## config.mk

```make
export PLATFORM = sky130hd
export DESIGN_NAME = ser_lsu_top
export DESIGN_NICKNAME = d
export VERILOG_FILES = /design/src/design/ser_pkg.sv /design/src/design/ser_bit_counter.sv /design/src/design/ser_data_buf.sv /design/src/design/ser_lsu_top.sv /design/src/design/ser_mem_port.sv /design/src/design/ser_sequencer.sv
export SDC_FILE = /design/constraint.sdc
export NUM_CORES = 1
export LEC_CHECK = 0
export BUFFER_PORTS_ARGS = -buffer_cell sky130_fd_sc_hd__buf_2
export CAP_MARGIN = 20
export CELL_PAD_IN_SITES_DETAIL_PLACEMENT = 2
export CELL_PAD_IN_SITES_GLOBAL_PLACEMENT = 2
export CORE_MARGIN = 8
export CORE_UTILIZATION = 33
export CTS_CLUSTER_DIAMETER = 50
export DETAILED_ROUTE_END_ITERATION = 10
export PLACE_DENSITY = 0.87
export SYNTH_ARGS = -nofsm -noshare
export SYNTH_HDL_FRONTEND = slang
export SYNTH_HIERARCHICAL = 1
export SYNTH_SLANG_ARGS = --single-unit
```

## constraint.sdc

```tcl
create_clock -name i_clk -period 3.38 [get_ports i_clk]
set_clock_uncertainty 0.05 [all_clocks]
set_input_delay 0.338 -clock i_clk [delete_from_list [all_inputs] [get_ports i_clk]]
set_output_delay 0.338 -clock i_clk [all_outputs]
set_load 0.005 [all_outputs]
```

## src/design/ser_pkg.sv

```systemverilog
`default_nettype none

package ser_pkg;

   localparam int XLEN  = 32;   // data word width.
   localparam int CNT_W = 5;    // serial bit index, 0 to 31.

   // widths with a meaning of their own.
   typedef logic [XLEN-1:0] word_t;
   typedef logic [1:0]      lsb_t;       // byte offset of the address.
   typedef logic [1:0]      bytecnt_t;   // byte now on the serial wire.
   typedef logic [3:0]      sel_t;       // one bit per byte lane.

   typedef enum logic [1:0] {
      OP_LOAD  = 2'd0,
      OP_STORE = 2'd1,
      OP_SHIFT = 2'd2
   } op_e;

   typedef enum logic [1:0] {
      SZ_BYTE = 2'd0,
      SZ_HALF = 2'd1,
      SZ_WORD = 2'd2
   } size_e;

   // sequencer phases.
   typedef enum logic [2:0] {
      S_IDLE  = 3'd0,
      S_INIT  = 3'd1,   // operands shift in.
      S_BUS   = 3'd2,   // memory request pending.
      S_RUN   = 3'd3,   // load data shifts out.
      S_COUNT = 3'd4,   // shift amount counts down.
      S_DONE  = 3'd5
   } seq_state_e;

   typedef struct packed {
      op_e   op;
      lsb_t  lsb;
      size_e size;
      logic  b_sel;     // 1 takes rs2, 0 takes imm.
   } cmd_t;

   typedef struct packed {
      logic  we;
      sel_t  sel;
      word_t wdata;
   } mem_req_t;

endpackage

`default_nettype wire

```

## src/design/ser_bit_counter.sv

```systemverilog
`timescale 1ns/10ps
`default_nettype none

module ser_bit_counter (
   input  wire logic         i_clk,
   input  wire logic         i_rst,
   input  wire logic         i_cnt_en,
   output ser_pkg::bytecnt_t o_bytecnt,
   output logic              o_cnt_done
);
   import ser_pkg::*;

   logic [CNT_W-1:0] cnt;   // serial bit index.

   // free count over one word, wraps after 31.
   always_ff @(posedge i_clk) begin
      if (i_rst) begin
         cnt <= '0;
      end else if (i_cnt_en) begin
         cnt <= cnt + 1'b1;
      end
   end

   assign o_bytecnt = cnt[CNT_W-1 -: 2];   // top two bits give the byte.

   // last bit of the word, only while counting.
   assign o_cnt_done = i_cnt_en & (cnt == '1);

endmodule

`default_nettype wire

```

## src/design/ser_data_buf.sv

```systemverilog
`timescale 1ns/10ps
`default_nettype none

module ser_data_buf (
   input  wire logic              i_clk,
   input  wire logic              i_en,
   input  wire logic              i_init,
   input  wire logic              i_cnt_done,
   input  wire logic              i_shift_op,
   input  wire logic              i_op_b_sel,
   input  wire logic              i_rs2,
   input  wire logic              i_imm,
   input  wire logic              i_load,
   input  wire ser_pkg::lsb_t     i_lsb,
   input  wire ser_pkg::bytecnt_t i_bytecnt,
   input  wire ser_pkg::word_t    i_dat,
   output logic                   o_sh_done,
   output logic                   o_op_b,
   output logic                   o_q,
   output ser_pkg::word_t         o_dat
);
   import ser_pkg::*;

   word_t      dat;          // one register, three uses.
   logic       byte_valid;   // lsb + bytecnt < 4.
   logic       dat_en;
   logic [5:0] dat_shamt;    // next value of the low six bits.

   // lsb + bytecnt < 4, spelled out as products.
   assign byte_valid = (~i_bytecnt[1] & ~i_bytecnt[0]) |
                       (~i_lsb[1]     & ~i_lsb[0])     |
                       (~i_lsb[1]     & ~i_bytecnt[1]) |
                       (~i_lsb[1]     & ~i_bytecnt[0]) |
                       (~i_lsb[0]     & ~i_bytecnt[1]);

   assign o_op_b = i_op_b_sel ? i_rs2 : i_imm;   // serial operand b.

   // shift ops run every cycle, stores and loads only in valid bytes.
   assign dat_en = i_shift_op | (i_en & byte_valid);

   // stores land rs2 in the addressed lanes, loads stream from the tap,
   // and shifts reuse the low six bits as a down counter.
   always_comb begin
      if (i_shift_op && !i_init) begin
         dat_shamt = dat[5:0] - 6'd1;   // count down.
      end else begin
         // plain shift, bit 5 cleared on the last init bit.
         dat_shamt = {dat[6] & ~(i_shift_op & i_cnt_done), dat[5:1]};
      end
   end

   assign o_sh_done = dat_shamt[5];   // wrap below zero.

   // read-out tap at the first addressed byte.
   assign o_q = dat[{i_lsb, 3'b000}];

   assign o_dat = dat;   // write data for the memory port.

   always_ff @(posedge i_clk) begin
      if (i_load) begin
         dat <= i_dat;   // latch read data on ack.
      end else if (dat_en) begin
         dat <= {o_op_b, dat[XLEN-1:7], dat_shamt};
      end
   end

endmodule

`default_nettype wire

```

## src/design/ser_lsu_top.sv

```systemverilog
`timescale 1ns/10ps
`default_nettype none

module ser_lsu_top (
   input  wire logic            i_clk,
   input  wire logic            i_rst,
   input  wire logic            i_start,
   input  wire ser_pkg::cmd_t   i_cmd,
   input  wire logic            i_rs2,
   input  wire logic            i_imm,
   input  wire logic            i_mem_ack,
   input  wire ser_pkg::word_t  i_mem_rdata,
   output logic                 o_busy,
   output logic                 o_init,
   output logic                 o_run,
   output logic                 o_q,
   output logic                 o_done,
   output logic                 o_mem_req,
   output ser_pkg::mem_req_t    o_mem
);
   import ser_pkg::*;

   // sequencer controls.
   logic     cnt_en;
   logic     en;
   logic     shift_op;
   logic     op_b_sel;
   logic     bus_go;
   logic     we;
   lsb_t     lsb;
   size_e    size;

   // returns to the sequencer and buffer.
   bytecnt_t bytecnt;
   logic     cnt_done;
   logic     sh_done;
   logic     bus_done;
   logic     load;
   word_t    buf_dat;   // buffer contents, store write data.

   ser_sequencer u_seq (
      .i_clk      (i_clk),
      .i_rst      (i_rst),
      .i_start    (i_start),
      .i_cmd      (i_cmd),
      .i_cnt_done (cnt_done),
      .i_sh_done  (sh_done),
      .i_bus_done (bus_done),
      .o_cnt_en   (cnt_en),
      .o_init     (o_init),
      .o_run      (o_run),
      .o_en       (en),
      .o_shift_op (shift_op),
      .o_op_b_sel (op_b_sel),
      .o_bus_go   (bus_go),
      .o_we       (we),
      .o_busy     (o_busy),
      .o_done     (o_done),
      .o_lsb      (lsb),
      .o_size     (size)
   );

   ser_bit_counter u_cnt (
      .i_clk      (i_clk),
      .i_rst      (i_rst),
      .i_cnt_en   (cnt_en),
      .o_bytecnt  (bytecnt),
      .o_cnt_done (cnt_done)
   );

   // operand b feeds an ALU outside this slice.
   ser_data_buf u_buf (
      .i_clk      (i_clk),
      .i_en       (en),
      .i_init     (o_init),
      .i_cnt_done (cnt_done),
      .i_shift_op (shift_op),
      .i_op_b_sel (op_b_sel),
      .i_rs2      (i_rs2),
      .i_imm      (i_imm),
      .i_load     (load),
      .i_lsb      (lsb),
      .i_bytecnt  (bytecnt),
      .i_dat      (i_mem_rdata),
      .o_sh_done  (sh_done),
      .o_op_b     (),
      .o_q        (o_q),
      .o_dat      (buf_dat)
   );

   ser_mem_port u_mem (
      .i_clk      (i_clk),
      .i_rst      (i_rst),
      .i_go       (bus_go),
      .i_we       (we),
      .i_lsb      (lsb),
      .i_size     (size),
      .i_wdata    (buf_dat),
      .i_mem_ack  (i_mem_ack),
      .o_mem_req  (o_mem_req),
      .o_mem      (o_mem),
      .o_bus_done (bus_done),
      .o_load     (load)
   );

endmodule

`default_nettype wire

```

## src/design/ser_mem_port.sv

```systemverilog
`timescale 1ns/10ps
`default_nettype none

module ser_mem_port (
   input  wire logic            i_clk,
   input  wire logic            i_rst,
   input  wire logic            i_go,
   input  wire logic            i_we,
   input  wire ser_pkg::lsb_t   i_lsb,
   input  wire ser_pkg::size_e  i_size,
   input  wire ser_pkg::word_t  i_wdata,
   input  wire logic            i_mem_ack,
   output logic                 o_mem_req,
   output ser_pkg::mem_req_t    o_mem,
   output logic                 o_bus_done,
   output logic                 o_load
);
   import ser_pkg::*;

   logic req;        // request level.
   logic we_r;       // held for the whole access.
   sel_t sel_r;
   sel_t sel_base;   // lanes covered before the lsb shift.

   // lane mask by access size.
   always_comb begin
      case (i_size)
         SZ_BYTE: sel_base = 4'b0001;
         SZ_HALF: sel_base = 4'b0011;
         default: sel_base = 4'b1111;
      endcase
   end

   // raised by go, dropped by the ack.
   always_ff @(posedge i_clk) begin
      if (i_rst) begin
         req <= 1'b0;
      end else if (i_go) begin
         req <= 1'b1;
      end else if (i_mem_ack) begin
         req <= 1'b0;
      end
   end

   always_ff @(posedge i_clk) begin
      if (i_go) begin
         we_r  <= i_we;
         sel_r <= sel_base << i_lsb;   // lanes start at the byte offset.
      end
   end

   assign o_mem_req = req;

   // buffer is frozen while the request is out.
   always_comb begin
      o_mem.we    = we_r;
      o_mem.sel   = sel_r;
      o_mem.wdata = i_wdata;
   end

   assign o_bus_done = req & i_mem_ack;    // ack cycle.
   assign o_load     = o_bus_done & ~we_r;  // only reads fill the buffer.

endmodule

`default_nettype wire

```

## src/design/ser_sequencer.sv

```systemverilog
`timescale 1ns/10ps
`default_nettype none

module ser_sequencer (
   input  wire logic            i_clk,
   input  wire logic            i_rst,
   input  wire logic            i_start,
   input  wire ser_pkg::cmd_t   i_cmd,
   input  wire logic            i_cnt_done,
   input  wire logic            i_sh_done,
   input  wire logic            i_bus_done,
   output logic                 o_cnt_en,
   output logic                 o_init,
   output logic                 o_run,
   output logic                 o_en,
   output logic                 o_shift_op,
   output logic                 o_op_b_sel,
   output logic                 o_bus_go,
   output logic                 o_we,
   output logic                 o_busy,
   output logic                 o_done,
   output ser_pkg::lsb_t        o_lsb,
   output ser_pkg::size_e       o_size
);
   import ser_pkg::*;

   seq_state_e state;
   seq_state_e state_nxt;
   cmd_t       cmd_r;     // command of the running op.
   cmd_t       cur_cmd;   // live command while idle, latched after.
   logic       is_store;
   logic       is_shift;

   always_ff @(posedge i_clk) begin
      if (i_start && state == S_IDLE) begin
         cmd_r <= i_cmd;
      end
   end

   // a load goes to the bus in the start cycle, so it needs i_cmd.
   assign cur_cmd  = (state == S_IDLE) ? i_cmd : cmd_r;
   assign is_store = (cmd_r.op == OP_STORE);
   assign is_shift = (cmd_r.op == OP_SHIFT);

   always_comb begin
      state_nxt = state;
      case (state)
         S_IDLE: begin
            if (i_start) begin
               state_nxt = (i_cmd.op == OP_LOAD) ? S_BUS : S_INIT;
            end
         end
         S_INIT: begin
            if (i_cnt_done) begin
               state_nxt = is_shift ? S_COUNT : S_BUS;
            end
         end
         S_BUS: begin
            if (i_bus_done) begin
               state_nxt = is_store ? S_DONE : S_RUN;   // loads stream out.
            end
         end
         S_RUN: begin
            if (i_cnt_done) state_nxt = S_DONE;
         end
         S_COUNT: begin
            if (i_sh_done) state_nxt = S_DONE;   // shift amount used up.
         end
         S_DONE:  state_nxt = S_IDLE;
         default: state_nxt = S_IDLE;
      endcase
   end

   always_ff @(posedge i_clk) begin
      if (i_rst) begin
         state <= S_IDLE;
      end else begin
         state <= state_nxt;
      end
   end

   assign o_init   = (state == S_INIT);
   assign o_run    = (state == S_RUN);
   assign o_cnt_en = o_init | o_run;   // counter runs in both serial phases.

   // lane-gated shifting for store init and load run.
   assign o_en = (o_init & ~is_shift) | o_run;

   // shift ops shift in during init and count afterwards.
   assign o_shift_op = is_shift & (o_init | (state == S_COUNT));
   assign o_op_b_sel = cmd_r.b_sel;

   // load request at start, store request on the last init bit.
   assign o_bus_go = ((state == S_IDLE) & i_start & (i_cmd.op == OP_LOAD)) |
                     (o_init & i_cnt_done & is_store);

   assign o_we   = (cur_cmd.op == OP_STORE);
   assign o_lsb  = cur_cmd.lsb;
   assign o_size = cur_cmd.size;

   assign o_busy = (state != S_IDLE);
   assign o_done = (state == S_DONE);   // single-cycle pulse.

endmodule

`default_nettype wire

```

## Word-level counts from Yosys, hierarchy flattened

Index checks and enable logic that the tools add are counted.

- Flip-flop bits (word level): 53
- Bits of input ports: 45
- Output and inout port bits: 43
- Logic and storage cells: 91

- Add/subtract/negate cells: 2
- Magnitude comparators: 1
- Eq/ne operators: 15
- Shift operators: 1
- Mux-type cells: 19
- Bitwise gates (word level): 33
- Reductions and logical operators: 10

Operators with widths:

| operator | number |
|---|---|
| two-way mux 32 bit | 2 |
| two-way mux 3 bit | 7 |
| AND 1 bit | 17 |
| one-hot mux 3 bit (5 select lines) | 1 |
| bitwise OR 1 bit | 9 |
| one-hot mux 4 bit (2 select lines) | 1 |
| two-way mux 7 bit | 1 |
| NOT 1 bit | 7 |
| == test 2 x 1 -> 1 bit, second input constant | 3 |
| == test 3 x 2 -> 1 bit, second input constant | 2 |
| == test 3 bit, second input constant | 2 |
| < comparator 5 x 6 -> 1 bit, second input constant | 1 |
| two-way mux 6 bit | 1 |
| != test 2 x 1 -> 1 bit, second input constant | 3 |
| subtractor 6 x 1 -> 6 bit, second input constant | 1 |
| adder 5 x 1 -> 5 bit, second input constant | 1 |
| == test 5 bit, second input constant | 1 |
| AND reduction 5 bit | 1 |
| logical NOT 2 bit | 2 |
| two-way mux 1 bit | 4 |
| != test 2 bit, second input constant | 2 |
| nonzero test 2 bit | 2 |
| << shifter 4 x 2 -> 4 bit | 1 |
| == test 3 x 1 -> 1 bit, second input constant | 1 |
| 7 further kinds | 8 |

## Depth between registers and ports, before layout

Gate-level depths: netlist (run 1).

- Word-level depth: 12
- Gate-level depth with buffers: 10

## Hierarchy

The synthesis (run 1) kept the hierarchy.

Modules (own cells, without submodules):

| module | times used | cells an instance | area an instance (µm²) | seq. area each (µm²) |
|---|---|---|---|---|
| ser_data_buf | 1 | 107 | 1580.3 | 960.9 |
| ser_sequencer | 1 | 52 | 555.5 | 270.3 |
| ser_mem_port | 1 | 51 | 486.7 | 170.2 |
| ser_bit_counter | 1 | 25 | 274.0 | 100.1 |

## Least setup slack after synthesis (run 1)

Ideal clock, no wire load.

- Kind: reg2reg
- From: reg u_seq.state[0]
- To: reg u_buf.dat[0] (netlist: u_buf/o_dat[0]) (enable)
- Arrival time: 2219 ps
- Required time: 2942 ps
- Setup slack: 723 ps
- Cell stages (with the launch flop): 7
- Path buffers: 1
- Period minus slack after synthesis: 2657 ps
- Cells stage by stage: dfxtp_1 -> buf_2 -> nor3_2 -> mux2_2 -> a22o_1 -> o21ai_0 -> a211o_1

- Longest elaborated chain between the ends: 11
- Elaborated cells on any way between the ends: 22
- Classes of those cells: 3 x eq/ne; 1 x mux; 16 x bitwise; 2 x reduce/logical

Ends and longest elaborated chain:

| item | RTL line | RTL |
|---|---|---|
| start: declaration | ser_sequencer.sv:27 | `seq_state_e state;` |
| start signal: assignment | ser_sequencer.sv:78 | `state <= state_nxt;` |
| logical NOT 3 bit * | ser_sequencer.sv:41 | `assign cur_cmd = (state == S_IDLE) ? i_cmd : cmd_r;` |
| two-way mux 7 bit * | ser_sequencer.sv:41 |  |
| named net lsb[0] | ser_lsu_top.sv:30 | `lsb_t lsb;` |
| NOT 1 bit * | ser_data_buf.sv:31, ser_data_buf.sv:34 |  |
| AND 1 bit | ser_data_buf.sv:31 | `(~i_lsb[1] & ~i_lsb[0]) \|` |
| bitwise OR 1 bit | ser_data_buf.sv:30 | `assign byte_valid = (~i_bytecnt[1] & ~i_bytecnt[0]) \|` |
| bitwise OR 1 bit | ser_data_buf.sv:31 |  |
| bitwise OR 1 bit | ser_data_buf.sv:32 | `(~i_lsb[1] & ~i_bytecnt[1]) \|` |
| bitwise OR 1 bit * | ser_data_buf.sv:33 | `(~i_lsb[1] & ~i_bytecnt[0]) \|` |
| AND 1 bit * | ser_data_buf.sv:39 | `assign dat_en = i_shift_op \| (i_en & byte_valid);` |
| bitwise OR 1 bit * | ser_data_buf.sv:39 |  |
| nonzero test 2 bit (no line) * | n/a |  |
| end signal: assignment | ser_data_buf.sv:61 | `dat <= i_dat;` |
| end signal: assignment | ser_data_buf.sv:63 | `dat <= {o_op_b, dat[XLEN-1:7], dat_shamt};` |
| end: declaration | ser_data_buf.sv:24 | `word_t dat;` |

Mark *: on every way through the listed nets, which the timed path passes. The rest lies on a longest branch.
A chain may end at the register's enable or synchronous reset.

## Worst setup path after layout (run 1)

- From: reg u_seq.state[1]
- To: out o_q

- Longest elaborated chain between the ends: 4

Ends and longest elaborated chain:

| item | RTL line | RTL |
|---|---|---|
| logical NOT 3 bit | ser_sequencer.sv:41 |  |
| two-way mux 7 bit | ser_sequencer.sv:41 |  |
| named net lsb[0] | ser_lsu_top.sv:30 |  |
| binary-select mux 1 bit (select 2 bit) | ser_data_buf.sv:55 | `assign o_q = dat[{i_lsb, 3'b000}];` |
| two-way mux 1 bit (implied by the code) | ser_data_buf.sv:55 |  |
| end: declaration | ser_lsu_top.sv:16 | `output logic o_q,` |

The timed path passes the listed nets, and every way through them passes these cells. The select of a mux whose other input is x is not followed.

==> results.cfg, run 1 <==
[setup_path]
crit_path_end_kind = output pin
crit_type = reg -> out
required_ns = 2.99
start_kind = register
crit_start = u_seq/state[1]
ff2ff_path_depth = 6
rr_startpoint = u_seq/state[1]
critPathMaxFanout = 13
worstPathArrival_ns = 2.31

[route]
post_drt_wl_per_cell_um = 18.7
drc = 0
viasPerCell = 4.90
drtIter0Drc = 52
final_antenna_net_count = 0
routed_wirelength_mm = 7.41
firstDrtPassIters = 4
vias = 1945

[power_and_ir_drop]
ir_drop_mv = 0.180
pwr_density_cell_mw_per_mm2 = 556
leakagePower_nw = 1.29

[grt]
track_usage = 0.123
grt_pass1_vias = 2062
grt_first_pass_wirelength_mm = 11.4
grt-ovfl-total = 0
antenna_found_initial = 0
grt_start_max_net_pins = 33

[synthesis]
yosysWarnings = 6
ys_seq_elements = 53
synthDistinctLibCells = 49
synth_largest_area_cell = edfxtp_1
netlist_area_mm2 = 0.00290
syn_inst = 235
synth_enable_flop_cells = 44
synthTopCellsByArea = edfxtp_1 46%, mux2_2 12%, buf_4 9.1%
avgSynthCellArea_um2 = 12.3
ys_seq_area_frac = 0.518
synth_top_area_share = 0.456
syn-num-nets = 283
synthFlopType = edfxtp_1
async_flop_share = 0

[timing]
clock.fmax_mhz = 371
finalHoldViolCount = 0
finalSetupTns_ns = 0
rsz0062_at_grt = no
maxSlewViolCount = 0
period_needed_ns = 2.70
fin_crit_sh = 0.798
max_slew_margin = 0.640
tightestPinTransition_ns = 0.538
setup_viol = 0

[clock_tree]
post_cts_buffers = 0
numCtsBuffers = 5
htree_num_levels = 2
clk_latency_ns = 0.32
clk_pin_slew_ns = 0.10
clockBufferDepth = 2
cts_resized = 0
cts.sinks = 53
cts_root_buf = clkbuf_8
cts_tree = yes
cts_hold_buf = 0

[finish]
synthToLayoutAreaGrowth_pct = 13.3
drive_gt1_frac = 0.484
final_common_cell = buf_2
diodes = 0
final-seq-area_mm2 = 0.00150
fill_cells = 958
fin_nets = 336
final_cell_mix = 87 x buf_2, 44 x edfxtp_1, 31 x mux2_2
multiInputGateArea_mm2 = 0.00107
final_util = 0.380

[worst_hold_path]
hp-start = i_cmd[0]
hp-class = in -> reg
hold_depth = 1

[place]
portBuffers = 87
hpwlAfterDp_mm = 5.93
gp_congestion = 0.775

[floorplanning]
initial_core_util = 0.335
die-area_mm2 = 0.0120
fp.dieW_um = 110
rows = 34
io-pin-count = 88
chipHeight_um = 110
core_mm2 = 0.00864

[outcome]
outcome = completed

[flow_run]
cap_violations = 0
[final timing paths]
| path | end | slack (ns) |
|---|---|---|
| worst max-delay path | o_q | 0.68 |
| worst min-delay path | u_seq/o_op_b_sel | 0.15 |
| worst max register to register | u_buf/o_dat[0] | 0.78 |
| worst min register to register | u_mem/o_mem_req | 0.45 |
[sequential cells by signal, summed over array words and instances, names as in the netlist]
signal	flops
u_seq/state	3
u_seq/cmd_r	6
u_buf/o_dat	32
u_seq/o_op_b_sel	1
u_cnt/cnt	5
u_mem/sel_r	4
u_mem/we_r	1
u_mem/o_mem_req	1
[worst max-delay path: stages, from the launching register on]
cell	delay [ns]
dfxtp_1	0.46
nor3_2	0.46
mux2_2	0.47
mux4_2	0.45
buf_2	0.15
[through the flow]
step / power, W / worst slack, ns / cells / hold slack, ns / instance area (um2)
2_1_floorplan: 0.00134 / 0.723 / 235 / 0.357 / 2900
3_3_place_gp: 0.00144 / 0.906 / 389 / 0.423 / 3190
3_5_place_dp: 0.00148 / 0.783 / 389 / 0.436 / 3190
4_1_cts: 0.00186 / 0.663 / 397 / 0.131 / 3280
5_1_grt: 0.00194 / 0.522 / 397 / 0.146 / 3280
6_report: 0.00183 / 0.683 / 397 / 0.147 / 3280
[kinds of logic after synthesis]
| group | synth area share |
|---|---|
| flops | 0.518 |
| mux | 0.147 |
| compound gates | 0.0860 |
| xor+xnor | 0.00907 |
| fa+ha+maj | 0.0130 |
| simple gates | 0.111 |
| buf+inv | 0.116 |
[power by group]
part | switching, W | leakage (nW) | internal [W]
clock | 0.000226 | 0.0423 | 0.000151
sequential | 0.0000936 | 0.483 | 0.000867
combinational | 0.000257 | 0.763 | 0.000231
total | 0.000576 | 1.29 | 0.00125
[layer usage]
layer | GRT usage | vias up | wire length [um]
met5 | 0 | - | 0
met4 | 0.0376 | 0 | 80
met3 | 0.0322 | 7 | 561
met2 | 0.203 | 56 | 3640
met1 | 0.155 | 954 | 3130
li1 | - | 928 | -
[synth_stat cells, types with 4 or more instances]
master,instances
a21oi_1,7
buf_2,4
buf_4,35
dfxtp_1,9
edfxtp_1,44
inv_1,7
mux2_2,31
mux2i_1,4
nand2_1,5
nand2b_1,5
nor2_1,13
nor2b_1,8
nor3b_1,4
o21ai_0,9
[area by class of cell]
cell class	count	area share
Clock buffer	5	0.0210
Clock inverter	3	0.00800
Inverter	7	0.00800
Multi-Input combinational cell	131	0.325
Sequential cell	53	0.457
Tap cell	108	0.0412
Timing Repair Buffer	90	0.139
Note: power is estimated with default switching activity, not from simulation.
==> run 2, diff against run 1 <==
Settings changed: CORE_UTILIZATION 33 to 30, PLACE_DENSITY 0.87 to 0.84.
Clock period 3.38 ns to 2.35 ns, I/O delays scaled along.
==> run 2 against run 1 <==
Net effect:
- global-route usage grew 0.67 points
- sequential cell count is the same
- register-to-register slack lost 0.62 ns
- via count grew 4.4%
- sequential share of layout area shrank 2.7 points
- utilization shrank 1.5 points
- critical path depth grew 2
==> results.cfg, run 2 (synthesized netlist as in run 1, its figures left out) <==
[timing]
rsz0062_at_grt = no
period_needed_ns = 2.25
finalHoldViolCount = 0
max_slew_margin = 0.698
fin_crit_sh = 0.958
finalSetupTns_ns = 0
setup_viol = 0
tightestPinTransition_ns = 0.452
maxSlewViolCount = 0
clock.fmax_mhz = 444

[route]
highest_layer = met4
routed_wirelength_mm = 8.66
dr_wl_met3_um = 425
drtIter0Drc = 89
firstDrtPassIters = 4
drc = 0
wl_met2_mm = 4.83
met1Wirelength_mm = 3.35
post_drt_wl_per_cell_um = 19.9
vias = 2031
final_antenna_net_count = 0
viasPerCell = 4.68

[finish]
synthToLayoutAreaGrowth_pct = 21.1
diodes = 0
drive_gt1_frac = 0.522
fin_nets = 348
final_util = 0.366
largest_reg_flops = 32
fill_cells = 1054
final_cell_mix = 87 x buf_2, 44 x edfxtp_1, 30 x mux2_2
final_common_cell = buf_2

[place]
portBuffers = 87
hpwlAfterDp_mm = 6.71
gp_congestion = 0.749

[setup_path]
required_ns = 2.07
worstPathArrival_ns = 1.97
critPathMaxFanout = 6
crit_type = reg -> out
crit_path_end_kind = output pin
start_kind = register

[floorplanning]
die-area_mm2 = 0.0131
fp.dieW_um = 114
rows = 36
io-pin-count = 88
initial_core_util = 0.302
chipHeight_um = 114
core_mm2 = 0.00959

[clock_tree]
cts_root_buf = clkbuf_8
htree_num_levels = 2
cts_tree = yes
clk_latency_ns = 0.30
numCtsBuffers = 5
clockBufferDepth = 2
cts.sinks = 53
clk_pin_slew_ns = 0.10

[grt]
grt_start_max_net_pins = 41
grt_pass1_vias = 2297
grt_first_pass_wirelength_mm = 13.1
track_usage = 0.130
antenna_found_initial = 0
grt-ovfl-total = 0

[power_and_ir_drop]
leakagePower_nw = 1.39
total_power_w = 0.00299
ir_drop_mv = 0.484
pwr_density_cell_mw_per_mm2 = 852

[flow_run]
cap_violations = 0

[outcome]
outcome = completed

[worst_hold_path]
hp-class = in -> reg
run 2: cell count changes in the layout (fill, tap and decap cells not counted), moves of 2 or more:
cell	change
buf_12	+2
buf_4	+9
bufinv_16	+2
clkinvlp_4	-2
dfxtp_1	-3
dfxtp_4	+2
run 2: final timing paths:
path	start	endpoint	slack, ns	cells after the start
hold / removal	i_cmd[0]	u_seq/o_op_b_sel	0.06	1
setup / recovery	u_seq/state[0]	o_q	0.1	6
setup reg to reg	u_seq/state[0]	u_buf/o_dat[5]	0.16	7
hold reg to reg	u_mem/o_mem_req	u_mem/o_mem_req	0.45	2
run 2: final cells by class:
cell class	count	area, um2	area share
inverter	7	26.3	0.00749
clock inverter	3	68.8	0.0196
timing repair buffer	102	577	0.164
tap	133	166	0.0474
clock buffer	5	68.8	0.0196
multi-input combinational	131	1090	0.311
sequential	53	1510	0.431
run 2: layer usage:
layer  up-vias  GRT usage
met5         -          0
met4         0     0.0240
met3         4     0.0311
met2        59      0.252
met1      1017      0.140
li1        951          -
run 2: where the power goes:
part | internal (W) | switching (W) | total (W)
clock | 0.000429 | 0.000319 | 0.000748
sequential | 0.00125 | 0.000131 | 0.00138
combinational | 0.000421 | 0.000438 | 0.000859
run 2: critical path, cell delays in order (launching register included):
cell and delay [ns]:
dfxtp_4 0.37, nor3_4 0.22, buf_6 0.13, mux2_2 0.35, buf_4 0.17, mux4_2 0.27
buf_2 0.15
run 2: stage by stage:
stage	cell area (um2)	cells	setup slack [ns]	hold WS (ns)
4_1_cts	3460	430	0.0380	0.0501
6_report	3510	434	0.0996	0.0580
5_1_grt	3510	434	0.00894	0.0452
3_3_place_gp	3310	421	0.274	0.379
2_1_floorplan	2910	235	0.118	0.254
3_5_place_dp	3310	421	0.100	0.374
run 2: timing repair:
action,CTS,global route
hold buffers,0,0
resized for setup,4,6
buffers inserted,1,4
pin swaps,1,1
hold endpoints to repair,0,0
endpoints found under the setup margin,1,6
==> run 3, diff against run 2 <==
Settings changed: CELL_PAD_IN_SITES_DETAIL_PLACEMENT 2 to not set, CELL_PAD_IN_SITES_GLOBAL_PLACEMENT 2 to not set, CORE_UTILIZATION 30 to 47, CTS_CLUSTER_SIZE set to 30.
==> run 3 against run 2 <==
Net effect:
- fmax fell by 1.0%
- sequential cell count did not move
- critical path type unchanged
- combinational power fell by 8.6%
- critical endpoint unchanged
- via count fell by 3.5%
- worst setup slack got worse by 0.023 ns
- register-to-register slack barely moved
- die area fell by 32%
- total power fell by 7.1%
- global-route usage rose by 0.62 points
- sequential share of layout area rose by 1.6 points
==> results.cfg, run 3 (synthesized netlist as in run 1, its figures left out) <==
[outcome]
outcome = completed

[floorplanning]
chipHeight_um = 94.5
rows = 28
core_mm2 = 0.00596
io-pin-count = 88
die-area_mm2 = 0.00893
fp.dieW_um = 94.5
initial_core_util = 0.486

[route]
vias = 1959
viasPerCell = 5.27
drtIter0Drc = 124
routed_wirelength_mm = 6.28
final_antenna_net_count = 0
firstDrtPassIters = 5
post_drt_wl_per_cell_um = 16.9
drc = 0

[finish]
drive_gt1_frac = 0.505
synthToLayoutAreaGrowth_pct = 16.2
largest_reg_flops = 32
diodes = 0
final_common_cell = buf_2
final_cell_mix = 87 x buf_2, 44 x edfxtp_1, 31 x mux2_2
fin_nets = 344
final_cell_area_mm2 = 0.00337

[setup_path]
cpPeakStageDelay_ns = 0.42
cpMaxStageDelayCell = dfxtp_1
worstPathArrival_ns = 1.99
critPathMaxFanout = 10
crit_type = reg -> out
crit_path_end_kind = output pin
crit_path_cell_trace = nor3_2 > mux2_2 > buf_4 > mux4_2 > buf_2
start_kind = register
required_ns = 2.07

[clock_tree]
cts.sinks = 53
htree_num_levels = 2
cts_root_buf = clkbuf_8
clockBufferDepth = 2
clk_latency_ns = 0.31
cts_tree = yes
numCtsBuffers = 5
clk_pin_slew_ns = 0.10

[grt]
grt-ovfl-total = 0
grt_pass1_vias = 1949
track_usage = 0.136
antenna_found_initial = 0
grt_first_pass_wirelength_mm = 9.58
grt_start_max_net_pins = 19

[timing]
finalHoldViolCount = 0
maxSlewViolCount = 0
setup_slack_ns = 0.0770
fin_crit_sh = 0.967
setup_viol = 0
rsz0062_at_grt = no
max_slew_margin = 0.734
finalSetupTns_ns = 0
period_needed_ns = 2.27
clock.fmax_mhz = 440
tightestPinTransition_ns = 0.397

[place]
hpwlAfterDp_mm = 4.92
place_area_mm2 = 0.00325
pre_cts_slack_ns = 0.191
gp_congestion = 0.845
portBuffers = 87

[power_and_ir_drop]
ir_drop_mv = 0.423
pwr_density_cell_mw_per_mm2 = 825
total_power_w = 0.00278
leakagePower_nw = 1.35

[flow_run]
cap_violations = 0

[worst_hold_path]
hp-class = in -> reg
run 3: metrics by stage:
| stage | hold slack, ns | utilization | cells |
|---|---|---|---|
| 2_1_floorplan | 0.254 | - | 235 |
| 6_report | 0.0602 | 0.565 | 372 |
| 3_5_place_dp | 0.384 | 0.545 | 363 |
| 5_1_grt | 0.0445 | 0.565 | 372 |
| 4_1_cts | 0.0558 | 0.565 | 372 |
| 3_3_place_gp | 0.375 | 0.545 | 363 |
run 3: where the power goes:
group          internal, W  switching [W]
clock             0.000320       0.000310
sequential         0.00125       0.000116
combinational     0.000404       0.000382
run 3: final cells by class:
class,instances,area [um2]
Inverter,7,26.3
Multi-Input combinational cell,131,1080
Fill cell,508,2590
Clock inverter,3,43.8
Clock buffer,5,68.8
Timing Repair Buffer,98,556
Tap cell,75,93.8
Sequential cell,53,1500
run 3: final timing paths:
check             cells past startpoint  slack [ns]                to             from
setup reg to reg                      7        0.16    u_buf/o_dat[5]   u_seq/state[2]
hold / removal                        1        0.06  u_seq/o_op_b_sel         i_cmd[0]
setup / recovery                      5        0.08               o_q   u_seq/state[2]
hold reg to reg                       2        0.43   u_mem/o_mem_req  u_mem/o_mem_req
run 3: routing by layer:
metal  vias to the layer above  share of wire  routed length [um]  track usage
met5                         -              0                   0            0
met4                         0          0.014                  89       0.0481
met3                         6          0.088                 555       0.0381
met2                        76           0.48                3030        0.220
met1                       935           0.42                2610        0.171
li1                        942              -                   -            -
run 3: timing repair:
action	4_1_cts	5_1_grt
hold buffers	0	0
setup buffers	1	0
setup endpoints to repair	1	1
pin swaps	1	0
gates resized for setup	0	1
run 3: critical path: cells and delay by family, from the launching register on:
kind                   cells  cell delay [ns]
muxes                      2             0.78
DFF                        1             0.42
buffers and inverters      2             0.31
and+or+nand+nor            1             0.18
